===== src/logic/turfio_pkg.sv =====
package turfio_pkg;

    ////////////////////////////////////////////////////////////
    // Bus types
    ////////////////////////////////////////////////////////////

    // Byte address and data words
    typedef logic [21:0] wb_addr_t;
    typedef logic [31:0] wb_data_t;

    // Master request, fields held until ack
    typedef struct packed {
        logic     cyc;
        logic     stb;
        logic     we;
        wb_addr_t addr;
        wb_data_t dat;
    } wb_req_t;

    // Slave response
    typedef struct packed {
        logic     ack;
        wb_data_t dat;
    } wb_rsp_t;

    // Register index inside a 4 KB window
    typedef logic [3:0] reg_idx_t;
    localparam int REG_IDX_LSB = 2;

    // Window select, everything from bit 12 up
    localparam int SLAVE_SEL_LSB = 12;
    localparam int WIN_W         = $bits(wb_addr_t) - SLAVE_SEL_LSB;
    typedef logic [1:0] slave_sel_t;
    localparam slave_sel_t SEL_ID   = 2'd0;
    localparam slave_sel_t SEL_SYNC = 2'd1;
    localparam slave_sel_t SEL_CMD  = 2'd2;
    // Window 3 and above, answered by the intercon
    localparam slave_sel_t SEL_NONE = 2'd3;

    ////////////////////////////////////////////////////////////
    // Identification
    ////////////////////////////////////////////////////////////

    localparam wb_data_t    IDENT_WORD    = "TFIO";
    localparam logic [3:0]  VER_MAJOR     = 4'd0;
    localparam logic [3:0]  VER_MINOR     = 4'd0;
    localparam logic [7:0]  VER_REV       = 8'd32;
    localparam logic [15:0] FIRMWARE_DATE = 16'h0000;
    // Date on top, version below
    localparam wb_data_t DATEVERSION = {FIRMWARE_DATE, VER_MAJOR, VER_MINOR, VER_REV};

    // ID window registers
    localparam reg_idx_t ID_REG_IDENT   = 4'd0;
    localparam reg_idx_t ID_REG_VERSION = 4'd1;
    localparam reg_idx_t ID_REG_CTRL    = 4'd2;
    localparam reg_idx_t ID_REG_STATUS  = 4'd3;

    ////////////////////////////////////////////////////////////
    // Sync and clock counter
    ////////////////////////////////////////////////////////////

    typedef logic [47:0] sysclk_count_t;
    typedef logic [3:0]  sync_offset_t;
    localparam reg_idx_t SYNC_REG_OFFSET   = 4'd0;
    localparam reg_idx_t SYNC_REG_COUNT_LO = 4'd1;
    localparam reg_idx_t SYNC_REG_COUNT_HI = 4'd2;

    ////////////////////////////////////////////////////////////
    // TURF commands
    ////////////////////////////////////////////////////////////

    typedef struct packed {
        logic        valid;
        logic [31:0] data;
    } turf_cmd_t;

    typedef logic [14:0] trig_time_t;
    typedef struct packed {
        logic       valid;
        trig_time_t trig_time;
    } trig_t;

    // Type field sits in the top two command bits
    localparam int CMD_TYPE_LSB = 30;
    typedef enum logic [1:0] {
        CMD_IDLE = 2'd0,
        CMD_SYNC = 2'd1,
        CMD_TRIG = 2'd2,
        CMD_RSVD = 2'd3
    } cmd_type_t;

    typedef logic [31:0] cmd_count_t;
    localparam reg_idx_t CMD_REG_COUNT     = 4'd0;
    localparam reg_idx_t CMD_REG_LAST_TRIG = 4'd1;

endpackage

===== src/logic/pueo_turfio_core.sv =====
module pueo_turfio_core (
    input  logic                  wb_clk_i,
    input  logic                  rst_n_i,
    input  turfio_pkg::wb_req_t   wb_req_i,
    output turfio_pkg::wb_rsp_t   wb_rsp_o,
    input  turfio_pkg::turf_cmd_t cmd_i,
    output turfio_pkg::trig_t     trig_o,
    output logic                  sync_o,
    input  logic [1:0]            crate_conf_i,
    input  logic                  i2c_rdy_i,
    output logic                  enable_crate_o,
    output logic                  enable_3v3_o
);

    // Per-slave request copies and responses
    turfio_pkg::wb_req_t id_req;
    turfio_pkg::wb_req_t sync_req;
    turfio_pkg::wb_req_t cmd_req;
    turfio_pkg::wb_rsp_t id_rsp;
    turfio_pkg::wb_rsp_t sync_rsp;
    turfio_pkg::wb_rsp_t cmd_rsp;
    // Decoder to counter
    logic                cmd_sync_req;

    turfio_intercon turfio_intercon_inst (
        .wb_clk_i   (wb_clk_i),
        .rst_n_i    (rst_n_i),
        .m_req_i    (wb_req_i),
        .m_rsp_o    (wb_rsp_o),
        .id_req_o   (id_req),
        .sync_req_o (sync_req),
        .cmd_req_o  (cmd_req),
        .id_rsp_i   (id_rsp),
        .sync_rsp_i (sync_rsp),
        .cmd_rsp_i  (cmd_rsp)
    );

    // Window 0
    tio_id_ctrl tio_id_ctrl_inst (
        .wb_clk_i       (wb_clk_i),
        .rst_n_i        (rst_n_i),
        .req_i          (id_req),
        .rsp_o          (id_rsp),
        .crate_conf_i   (crate_conf_i),
        .i2c_rdy_i      (i2c_rdy_i),
        .enable_crate_o (enable_crate_o),
        .enable_3v3_o   (enable_3v3_o)
    );

    // Window 1
    sync_clock_count sync_clock_count_inst (
        .wb_clk_i   (wb_clk_i),
        .rst_n_i    (rst_n_i),
        .req_i      (sync_req),
        .rsp_o      (sync_rsp),
        .sync_req_i (cmd_sync_req),
        .sync_o     (sync_o)
    );

    // Window 2
    turf_command_decoder turf_command_decoder_inst (
        .wb_clk_i   (wb_clk_i),
        .rst_n_i    (rst_n_i),
        .cmd_i      (cmd_i),
        .req_i      (cmd_req),
        .rsp_o      (cmd_rsp),
        .sync_req_o (cmd_sync_req),
        .trig_o     (trig_o)
    );

endmodule


===== src/logic/turf_command_decoder.sv =====
module turf_command_decoder (
    input  logic                  wb_clk_i,
    input  logic                  rst_n_i,
    input  turfio_pkg::turf_cmd_t cmd_i,
    input  turfio_pkg::wb_req_t   req_i,
    output turfio_pkg::wb_rsp_t   rsp_o,
    output logic                  sync_req_o,
    output turfio_pkg::trig_t     trig_o
);

    turfio_pkg::cmd_type_t  cmd_type;
    logic                   is_sync;
    logic                   is_trig;
    logic                   sync_req_q;
    logic                   trig_valid_q;
    turfio_pkg::trig_time_t trig_time_q;
    turfio_pkg::trig_time_t last_trig_q;
    turfio_pkg::cmd_count_t cmd_count_q;
    logic                   access;
    turfio_pkg::reg_idx_t   idx;
    turfio_pkg::wb_data_t   rdata;
    turfio_pkg::wb_data_t   dat_q;
    logic                   ack_q;

    ////////////////////////////////////////////////////////////
    // Command classify
    ////////////////////////////////////////////////////////////

    assign cmd_type = turfio_pkg::cmd_type_t'(cmd_i.data[turfio_pkg::CMD_TYPE_LSB +: 2]);
    // Idle and reserved codes dropped
    assign is_sync  = cmd_i.valid && (cmd_type == turfio_pkg::CMD_SYNC);
    assign is_trig  = cmd_i.valid && (cmd_type == turfio_pkg::CMD_TRIG);

    always_ff @(posedge wb_clk_i or negedge rst_n_i) begin
        if (!rst_n_i) begin
            sync_req_q   <= 1'b0;
            trig_valid_q <= 1'b0;
            last_trig_q  <= '0;
            cmd_count_q  <= '0;
            ack_q        <= 1'b0;
        end else begin
            sync_req_q   <= is_sync;
            trig_valid_q <= is_trig;
            ack_q        <= access;
            if (is_trig)
                last_trig_q <= cmd_i.data[$bits(turfio_pkg::trig_time_t)-1:0];
            // Wraps at 32 bits
            if (is_sync || is_trig)
                cmd_count_q <= cmd_count_q + 1'b1;
        end
    end

    // Trigger time payload
    always_ff @(posedge wb_clk_i) begin
        if (is_trig)
            trig_time_q <= cmd_i.data[$bits(turfio_pkg::trig_time_t)-1:0];
    end

    assign sync_req_o       = sync_req_q;
    assign trig_o.valid     = trig_valid_q;
    assign trig_o.trig_time = trig_time_q;

    ////////////////////////////////////////////////////////////
    // Register readback, nothing writable
    ////////////////////////////////////////////////////////////

    assign access = req_i.cyc && req_i.stb;
    assign idx    = req_i.addr[turfio_pkg::REG_IDX_LSB +: $bits(turfio_pkg::reg_idx_t)];

    always_comb begin
        rdata = '0;
        case (idx)
            turfio_pkg::CMD_REG_COUNT:     rdata = cmd_count_q;
            turfio_pkg::CMD_REG_LAST_TRIG: rdata[14:0] = last_trig_q;
            default:                       rdata = '0;
        endcase
    end

    always_ff @(posedge wb_clk_i) begin
        if (access)
            dat_q <= rdata;
    end

    assign rsp_o.ack = ack_q;
    assign rsp_o.dat = dat_q;

endmodule


===== src/logic/sync_clock_count.sv =====
module sync_clock_count (
    input  logic                wb_clk_i,
    input  logic                rst_n_i,
    input  turfio_pkg::wb_req_t req_i,
    output turfio_pkg::wb_rsp_t rsp_o,
    input  logic                sync_req_i,
    output logic                sync_o
);

    logic                      access;
    logic                      wr;
    turfio_pkg::reg_idx_t      idx;
    turfio_pkg::wb_data_t      rdata;
    turfio_pkg::wb_data_t      dat_q;
    logic                      ack_q;
    turfio_pkg::sysclk_count_t count_q;
    turfio_pkg::sync_offset_t  offset_q;

    assign access = req_i.cyc && req_i.stb;
    assign wr     = access && req_i.we;
    assign idx    = req_i.addr[turfio_pkg::REG_IDX_LSB +: $bits(turfio_pkg::reg_idx_t)];

    // One pulse per 16-cycle period
    assign sync_o = (count_q[$bits(turfio_pkg::sync_offset_t)-1:0] == offset_q);

    always_comb begin
        rdata = '0;
        case (idx)
            turfio_pkg::SYNC_REG_OFFSET:   rdata[3:0] = offset_q;
            turfio_pkg::SYNC_REG_COUNT_LO: rdata = count_q[31:0];
            // Upper 16 bits of count
            turfio_pkg::SYNC_REG_COUNT_HI: rdata[15:0] = count_q[47:32];
            default:                       rdata = '0;
        endcase
    end

    always_ff @(posedge wb_clk_i or negedge rst_n_i) begin
        if (!rst_n_i) begin
            ack_q    <= 1'b0;
            count_q  <= '0;
            offset_q <= '0;
        end else begin
            ack_q <= access;
            // Sync request restarts the count
            if (sync_req_i)
                count_q <= '0;
            else
                count_q <= count_q + 1'b1;
            if (wr && (idx == turfio_pkg::SYNC_REG_OFFSET))
                offset_q <= req_i.dat[$bits(turfio_pkg::sync_offset_t)-1:0];
        end
    end

    always_ff @(posedge wb_clk_i) begin
        if (access)
            dat_q <= rdata;
    end

    assign rsp_o.ack = ack_q;
    assign rsp_o.dat = dat_q;

endmodule


===== src/logic/tio_id_ctrl.sv =====
module tio_id_ctrl (
    input  logic                wb_clk_i,
    input  logic                rst_n_i,
    input  turfio_pkg::wb_req_t req_i,
    output turfio_pkg::wb_rsp_t rsp_o,
    input  logic [1:0]          crate_conf_i,
    input  logic                i2c_rdy_i,
    output logic                enable_crate_o,
    output logic                enable_3v3_o
);

    logic                 access;
    logic                 wr;
    turfio_pkg::reg_idx_t idx;
    turfio_pkg::wb_data_t rdata;
    turfio_pkg::wb_data_t dat_q;
    logic                 ack_q;
    // Bit 0 crate enable, bit 1 3V3 enable
    logic [1:0]           ctrl_q;

    // Strobe already gated per window
    assign access = req_i.cyc && req_i.stb;
    assign wr     = access && req_i.we;
    assign idx    = req_i.addr[turfio_pkg::REG_IDX_LSB +: $bits(turfio_pkg::reg_idx_t)];

    // Read mux
    always_comb begin
        rdata = '0;
        case (idx)
            turfio_pkg::ID_REG_IDENT:   rdata = turfio_pkg::IDENT_WORD;
            turfio_pkg::ID_REG_VERSION: rdata = turfio_pkg::DATEVERSION;
            turfio_pkg::ID_REG_CTRL:    rdata[1:0] = ctrl_q;
            // Conf low, I2C ready above
            turfio_pkg::ID_REG_STATUS:  rdata[2:0] = {i2c_rdy_i, crate_conf_i};
            default:                    rdata = '0;
        endcase
    end

    always_ff @(posedge wb_clk_i or negedge rst_n_i) begin
        if (!rst_n_i) begin
            ack_q  <= 1'b0;
            ctrl_q <= 2'b00;
        end else begin
            ack_q <= access;
            if (wr && (idx == turfio_pkg::ID_REG_CTRL))
                ctrl_q <= req_i.dat[1:0];
        end
    end

    always_ff @(posedge wb_clk_i) begin
        if (access)
            dat_q <= rdata;
    end

    assign rsp_o.ack      = ack_q;
    assign rsp_o.dat      = dat_q;
    assign enable_crate_o = ctrl_q[0];
    assign enable_3v3_o   = ctrl_q[1];

    // Intercon must not restrobe a held request
    assert property (@(posedge wb_clk_i) disable iff (!rst_n_i)
        ack_q |=> !ack_q)
        else $error("tio_id_ctrl: ack high two cycles running");

endmodule


===== src/logic/turfio_intercon.sv =====
module turfio_intercon (
    input  logic                wb_clk_i,
    input  logic                rst_n_i,
    input  turfio_pkg::wb_req_t m_req_i,
    output turfio_pkg::wb_rsp_t m_rsp_o,
    output turfio_pkg::wb_req_t id_req_o,
    output turfio_pkg::wb_req_t sync_req_o,
    output turfio_pkg::wb_req_t cmd_req_o,
    input  turfio_pkg::wb_rsp_t id_rsp_i,
    input  turfio_pkg::wb_rsp_t sync_rsp_i,
    input  turfio_pkg::wb_rsp_t cmd_rsp_i
);

    // WAIT_ACK keeps a held request from going out twice
    typedef enum logic {
        IDLE,
        WAIT_ACK
    } state_t;

    state_t                       state_q;
    turfio_pkg::slave_sel_t       sel_d;
    turfio_pkg::slave_sel_t       sel_q;
    logic [turfio_pkg::WIN_W-1:0] win;
    logic                         start;
    logic                         unmap_ack_q;

    ////////////////////////////////////////////////////////////
    // Window decode
    ////////////////////////////////////////////////////////////

    assign win   = m_req_i.addr[turfio_pkg::SLAVE_SEL_LSB +: turfio_pkg::WIN_W];
    // New transfer only from IDLE
    assign start = (state_q == IDLE) && m_req_i.cyc && m_req_i.stb;

    always_comb begin
        // Anything past the last slave is unmapped
        if (win < turfio_pkg::WIN_W'(turfio_pkg::SEL_NONE))
            sel_d = turfio_pkg::slave_sel_t'(win);
        else
            sel_d = turfio_pkg::SEL_NONE;
    end

    // Fan out, strobe only to the decoded slave
    always_comb begin
        id_req_o       = m_req_i;
        sync_req_o     = m_req_i;
        cmd_req_o      = m_req_i;
        id_req_o.stb   = start && (sel_d == turfio_pkg::SEL_ID);
        sync_req_o.stb = start && (sel_d == turfio_pkg::SEL_SYNC);
        cmd_req_o.stb  = start && (sel_d == turfio_pkg::SEL_CMD);
    end

    ////////////////////////////////////////////////////////////
    // Transfer FSM
    ////////////////////////////////////////////////////////////

    always_ff @(posedge wb_clk_i or negedge rst_n_i) begin
        if (!rst_n_i) begin
            state_q     <= IDLE;
            sel_q       <= turfio_pkg::SEL_NONE;
            unmap_ack_q <= 1'b0;
        end else begin
            // Own ack for unmapped windows, one cycle on
            unmap_ack_q <= start && (sel_d == turfio_pkg::SEL_NONE);
            case (state_q)
                IDLE: begin
                    if (start) begin
                        state_q <= WAIT_ACK;
                        sel_q   <= sel_d;
                    end
                end
                WAIT_ACK: begin
                    if (m_rsp_o.ack)
                        state_q <= IDLE;
                end
                default: state_q <= IDLE;
            endcase
        end
    end

    // Response from the slave latched at start
    always_comb begin
        case (sel_q)
            turfio_pkg::SEL_ID:   m_rsp_o = id_rsp_i;
            turfio_pkg::SEL_SYNC: m_rsp_o = sync_rsp_i;
            turfio_pkg::SEL_CMD:  m_rsp_o = cmd_rsp_i;
            default: begin
                m_rsp_o.ack = unmap_ack_q;
                m_rsp_o.dat = '0;
            end
        endcase
    end

    // Slave acks must only land while a transfer is open
    assert property (@(posedge wb_clk_i) disable iff (!rst_n_i)
        (state_q == IDLE) |-> !m_rsp_o.ack)
        else $error("intercon: ack seen while idle");

endmodule


===== config.mk =====
export PLATFORM = sky130hd
export DESIGN_NAME = pueo_turfio_core
export DESIGN_NICKNAME = d
export VERILOG_FILES = /design/src/logic/turfio_pkg.sv /design/src/logic/pueo_turfio_core.sv /design/src/logic/turf_command_decoder.sv /design/src/logic/sync_clock_count.sv /design/src/logic/tio_id_ctrl.sv /design/src/logic/turfio_intercon.sv
export SDC_FILE = /design/constraint.sdc
export NUM_CORES = 1
export LEC_CHECK = 0
export BUFFER_PORTS_ARGS = -buffer_cell sky130_fd_sc_hd__clkbuf_2
export CORE_ASPECT_RATIO = 0.6
export CORE_MARGIN = 4
export CORE_UTILIZATION = 58
export CTS_CLUSTER_SIZE = 16
export DETAILED_ROUTE_END_ITERATION = 7
export PLACE_DENSITY = 0.88
export SLEW_MARGIN = 5
export SYNTH_ARGS = -nofsm -noshare
export SYNTH_HDL_FRONTEND = slang
export SYNTH_HIERARCHICAL = 1
export SYNTH_SLANG_ARGS = --single-unit

===== constraint.sdc =====
create_clock -name wb_clk_i -period 3.05 [get_ports wb_clk_i]
set_input_delay 0.1525 -clock wb_clk_i [delete_from_list [all_inputs] [get_ports wb_clk_i]]
set_output_delay 0.1525 -clock wb_clk_i [all_outputs]
set_load 0.005 [all_outputs]

==> flow_metrics.py <==
metrics = {
    "yosys": {
        "synthCells": 867,
        "syn_avg_cell_area_um2": 11.0,
        "yosys_warnings": 6,
        "syn_area_um2": 9520,
    },
    "clock_network": {
        "clockBufferDepth": 2,
        "htree_num_levels": 4,
        "post_cts_buffers": 0,
        "path_clk_slew_ps": 80,
        "numCtsBuffers": 17,
        "clock-sinks": 194,
        "clkLatencyLatePin_ps": 430,
        "cts_tree": "yes",
        "cts_root_buffer": "clkbuf_16",
    },
    "detailed_routing": {
        "viasPerCell": 5.99,
        "vias": 6901,
        "drt-total-wl_um": 22000,
        "drt_iter0_markers": 831,
        "dr.pass1.iters": 5,
        "ant_nets": 0,
        "detail_route.wl_per_cell_um": 19.1,
        "remaining_drc_errors": 0,
    },
    "placement": {
        "gp_congestion": 0.889,
        "portBuffers": 95,
        "hpwl_um": 14400,
        "dp.cells": 1100,
    },
    "timing": {
        "max_slew_margin_pct": 41.7,
        "grt_setup_unrepaired": "no",
        "setup_viol": 0,
        "finalSetupTns_ps": 0,
        "slew_viol_final": 0,
        "hold_viol": 0,
        "max_freq_ghz": 0.392,
        "tightest_slew_ps": 874,
        "min_period_ps": 2550,
        "post-route-period-util_pct": 83.6,
        "finalClockSkew_ps": 8.46,
    },
    "worst_setup_path": {
        "cp_data_required_time_ps": 3390,
        "path_max_fanout": 18,
        "crit_type": "reg2reg",
        "crit_path_end_kind": "flop",
        "critPathLaunchType": "flop",
        "crit_arrival_ps": 2900,
    },
    "grt": {
        "antenna_found_initial": 0,
        "grt_max_degree": 64,
        "grt_use_total_pct": 24.1,
        "grt_pass1_vias": 6713,
        "grt_pass1_wl_um": 35600,
        "grt.overflow.total": 0,
    },
    "die": {
        "pin_count": 147,
        "die_w_um": 173,
        "rows": 35,
        "core_area_um2": 15700,
        "dieHeight_um": 107,
        "dieArea_um2": 18600,
        "start_util_pct": 60.6,
    },
    "power_and_ir_drop": {
        "ir_drop_mv": 0.296,
        "leakagePower_nw": 4.47,
        "p_per_area_nw_per_um2": 583,
    },
    "finish": {
        "area_growth_pct": 11.9,
        "mostFrequentLayoutCell": "nand2_1",
        "stdcell_count": 1153,
        "fin_nets": 1034,
        "most-common-layout-cells": "nand2_1, dfrtp_1, clkbuf_2",
        "drive_gt1_share_pct": 18.3,
        "n_antenna_cell": 0,
    },
    "flow_run": {
        "cap_violations": 0,
    },
    "worst_hold_path": {
        "min_path_type": "in2reg",
    },
    "run_status": {
        "status": "finished clean",
    },
}
==> timing repair <==
| action | in CTS | in global routing |
|---|---|---|
| endpoints found under the hold margin | 98 | 0 |
| hold buffers | 21 | 0 |
| gates resized for setup | 0 | 0 |
==> path summary, 6_finish.rpt <==
path | startpoint | end | slack, ps | depth (start not counted)
setup / recovery | sync_clock_count_inst/count_q[0] | sync_clock_count_inst/count_q[44] | 500 | 7
hold / removal | wb_req_i[44] | turfio_intercon_inst/sel_q[0] | 20 | 2
setup reg to reg | sync_clock_count_inst/count_q[0] | sync_clock_count_inst/count_q[44] | 500 | 7
hold reg to reg | turf_command_decoder_inst/cmd_count_q[31] | turf_command_decoder_inst/cmd_count_q[31] | 480 | 1
max in group asynchronous | rst_n_i | turfio_intercon_inst/sel_q[0] | 1810 | 3
min in group asynchronous | rst_n_i | sync_clock_count_inst/offset_q[0] | 330 | 2
==> sequential cells by signal (all words and copies together), names as in the netlist <==
signal and cells:
turfio_intercon_inst/state_q 1, tio_id_ctrl_inst/dat_q 5, turf_command_decoder_inst/last_trig_q 15, turf_command_decoder_inst/sync_req_o 1
turf_command_decoder_inst/ack_q 1, tio_id_ctrl_inst/ack_q 1, sync_clock_count_inst/ack_q 1, turf_command_decoder_inst/trig_valid_q 1
turf_command_decoder_inst/cmd_count_q 32, sync_clock_count_inst/offset_q 4, turf_command_decoder_inst/trig_time_q 15, sync_clock_count_inst/count_q 48
turfio_intercon_inst/unmap_ack_q 1, turf_command_decoder_inst/dat_q 32, tio_id_ctrl_inst/ctrl_q 2, turfio_intercon_inst/sel_q 2
sync_clock_count_inst/dat_q 32
==> routing by layer <==
layer | vias up | track usage, % | part of all wire, %
met5 | - | 0 | 0
met4 | 0 | 7.23 | 2.1
met3 | 44 | 5.51 | 8.7
met2 | 354 | 37.2 | 46
met1 | 3370 | 34.6 | 43
li1 | 3133 | - | -
==> through the flow <==
stage | setup WS (ps) | total power, mW | util [%] | hold slack [ps] | area [um^2]
global route | 373 | 6.46 | 67.8 | 8.19 | 10700
global placement | 608 | 3.93 | 62.7 | 291 | 9850
detailed placement | 554 | 3.97 | 62.7 | 297 | 9850
CTS | 528 | 6.21 | 67.8 | 3.91 | 10700
finish | 500 | 6.21 | 67.8 | 18.2 | 10700
floorplan | 369 | 3.62 | - | -143 | 9580
==> power by group <==
part / switching, mW / internal [mW] / total (mW)
clock: 1.08 / 1.17 / 2.25
sequential: 0.209 / 2.84 / 3.05
combinational: 0.495 / 0.419 / 0.913
==> layout make-up <==
cell class | count | area, um^2
fill | 1069 | 5070
timing repair buffer | 131 | 801
multi-input combinational | 574 | 3660
inverter | 19 | 71.3
sequential | 194 | 5280
clock inverter | 15 | 165
clock buffer | 17 | 425
tap | 203 | 254
==> worst max-delay path, stage by stage, from the launching register on <==
cell     delay [ps]
dfrtp_1         470
ha_1            280
nand4_2         150
or3_1           420
buf_4           220
or3_1           370
or4_1           400
a21oi_1         150
Power figures use the tool's default switching activity.
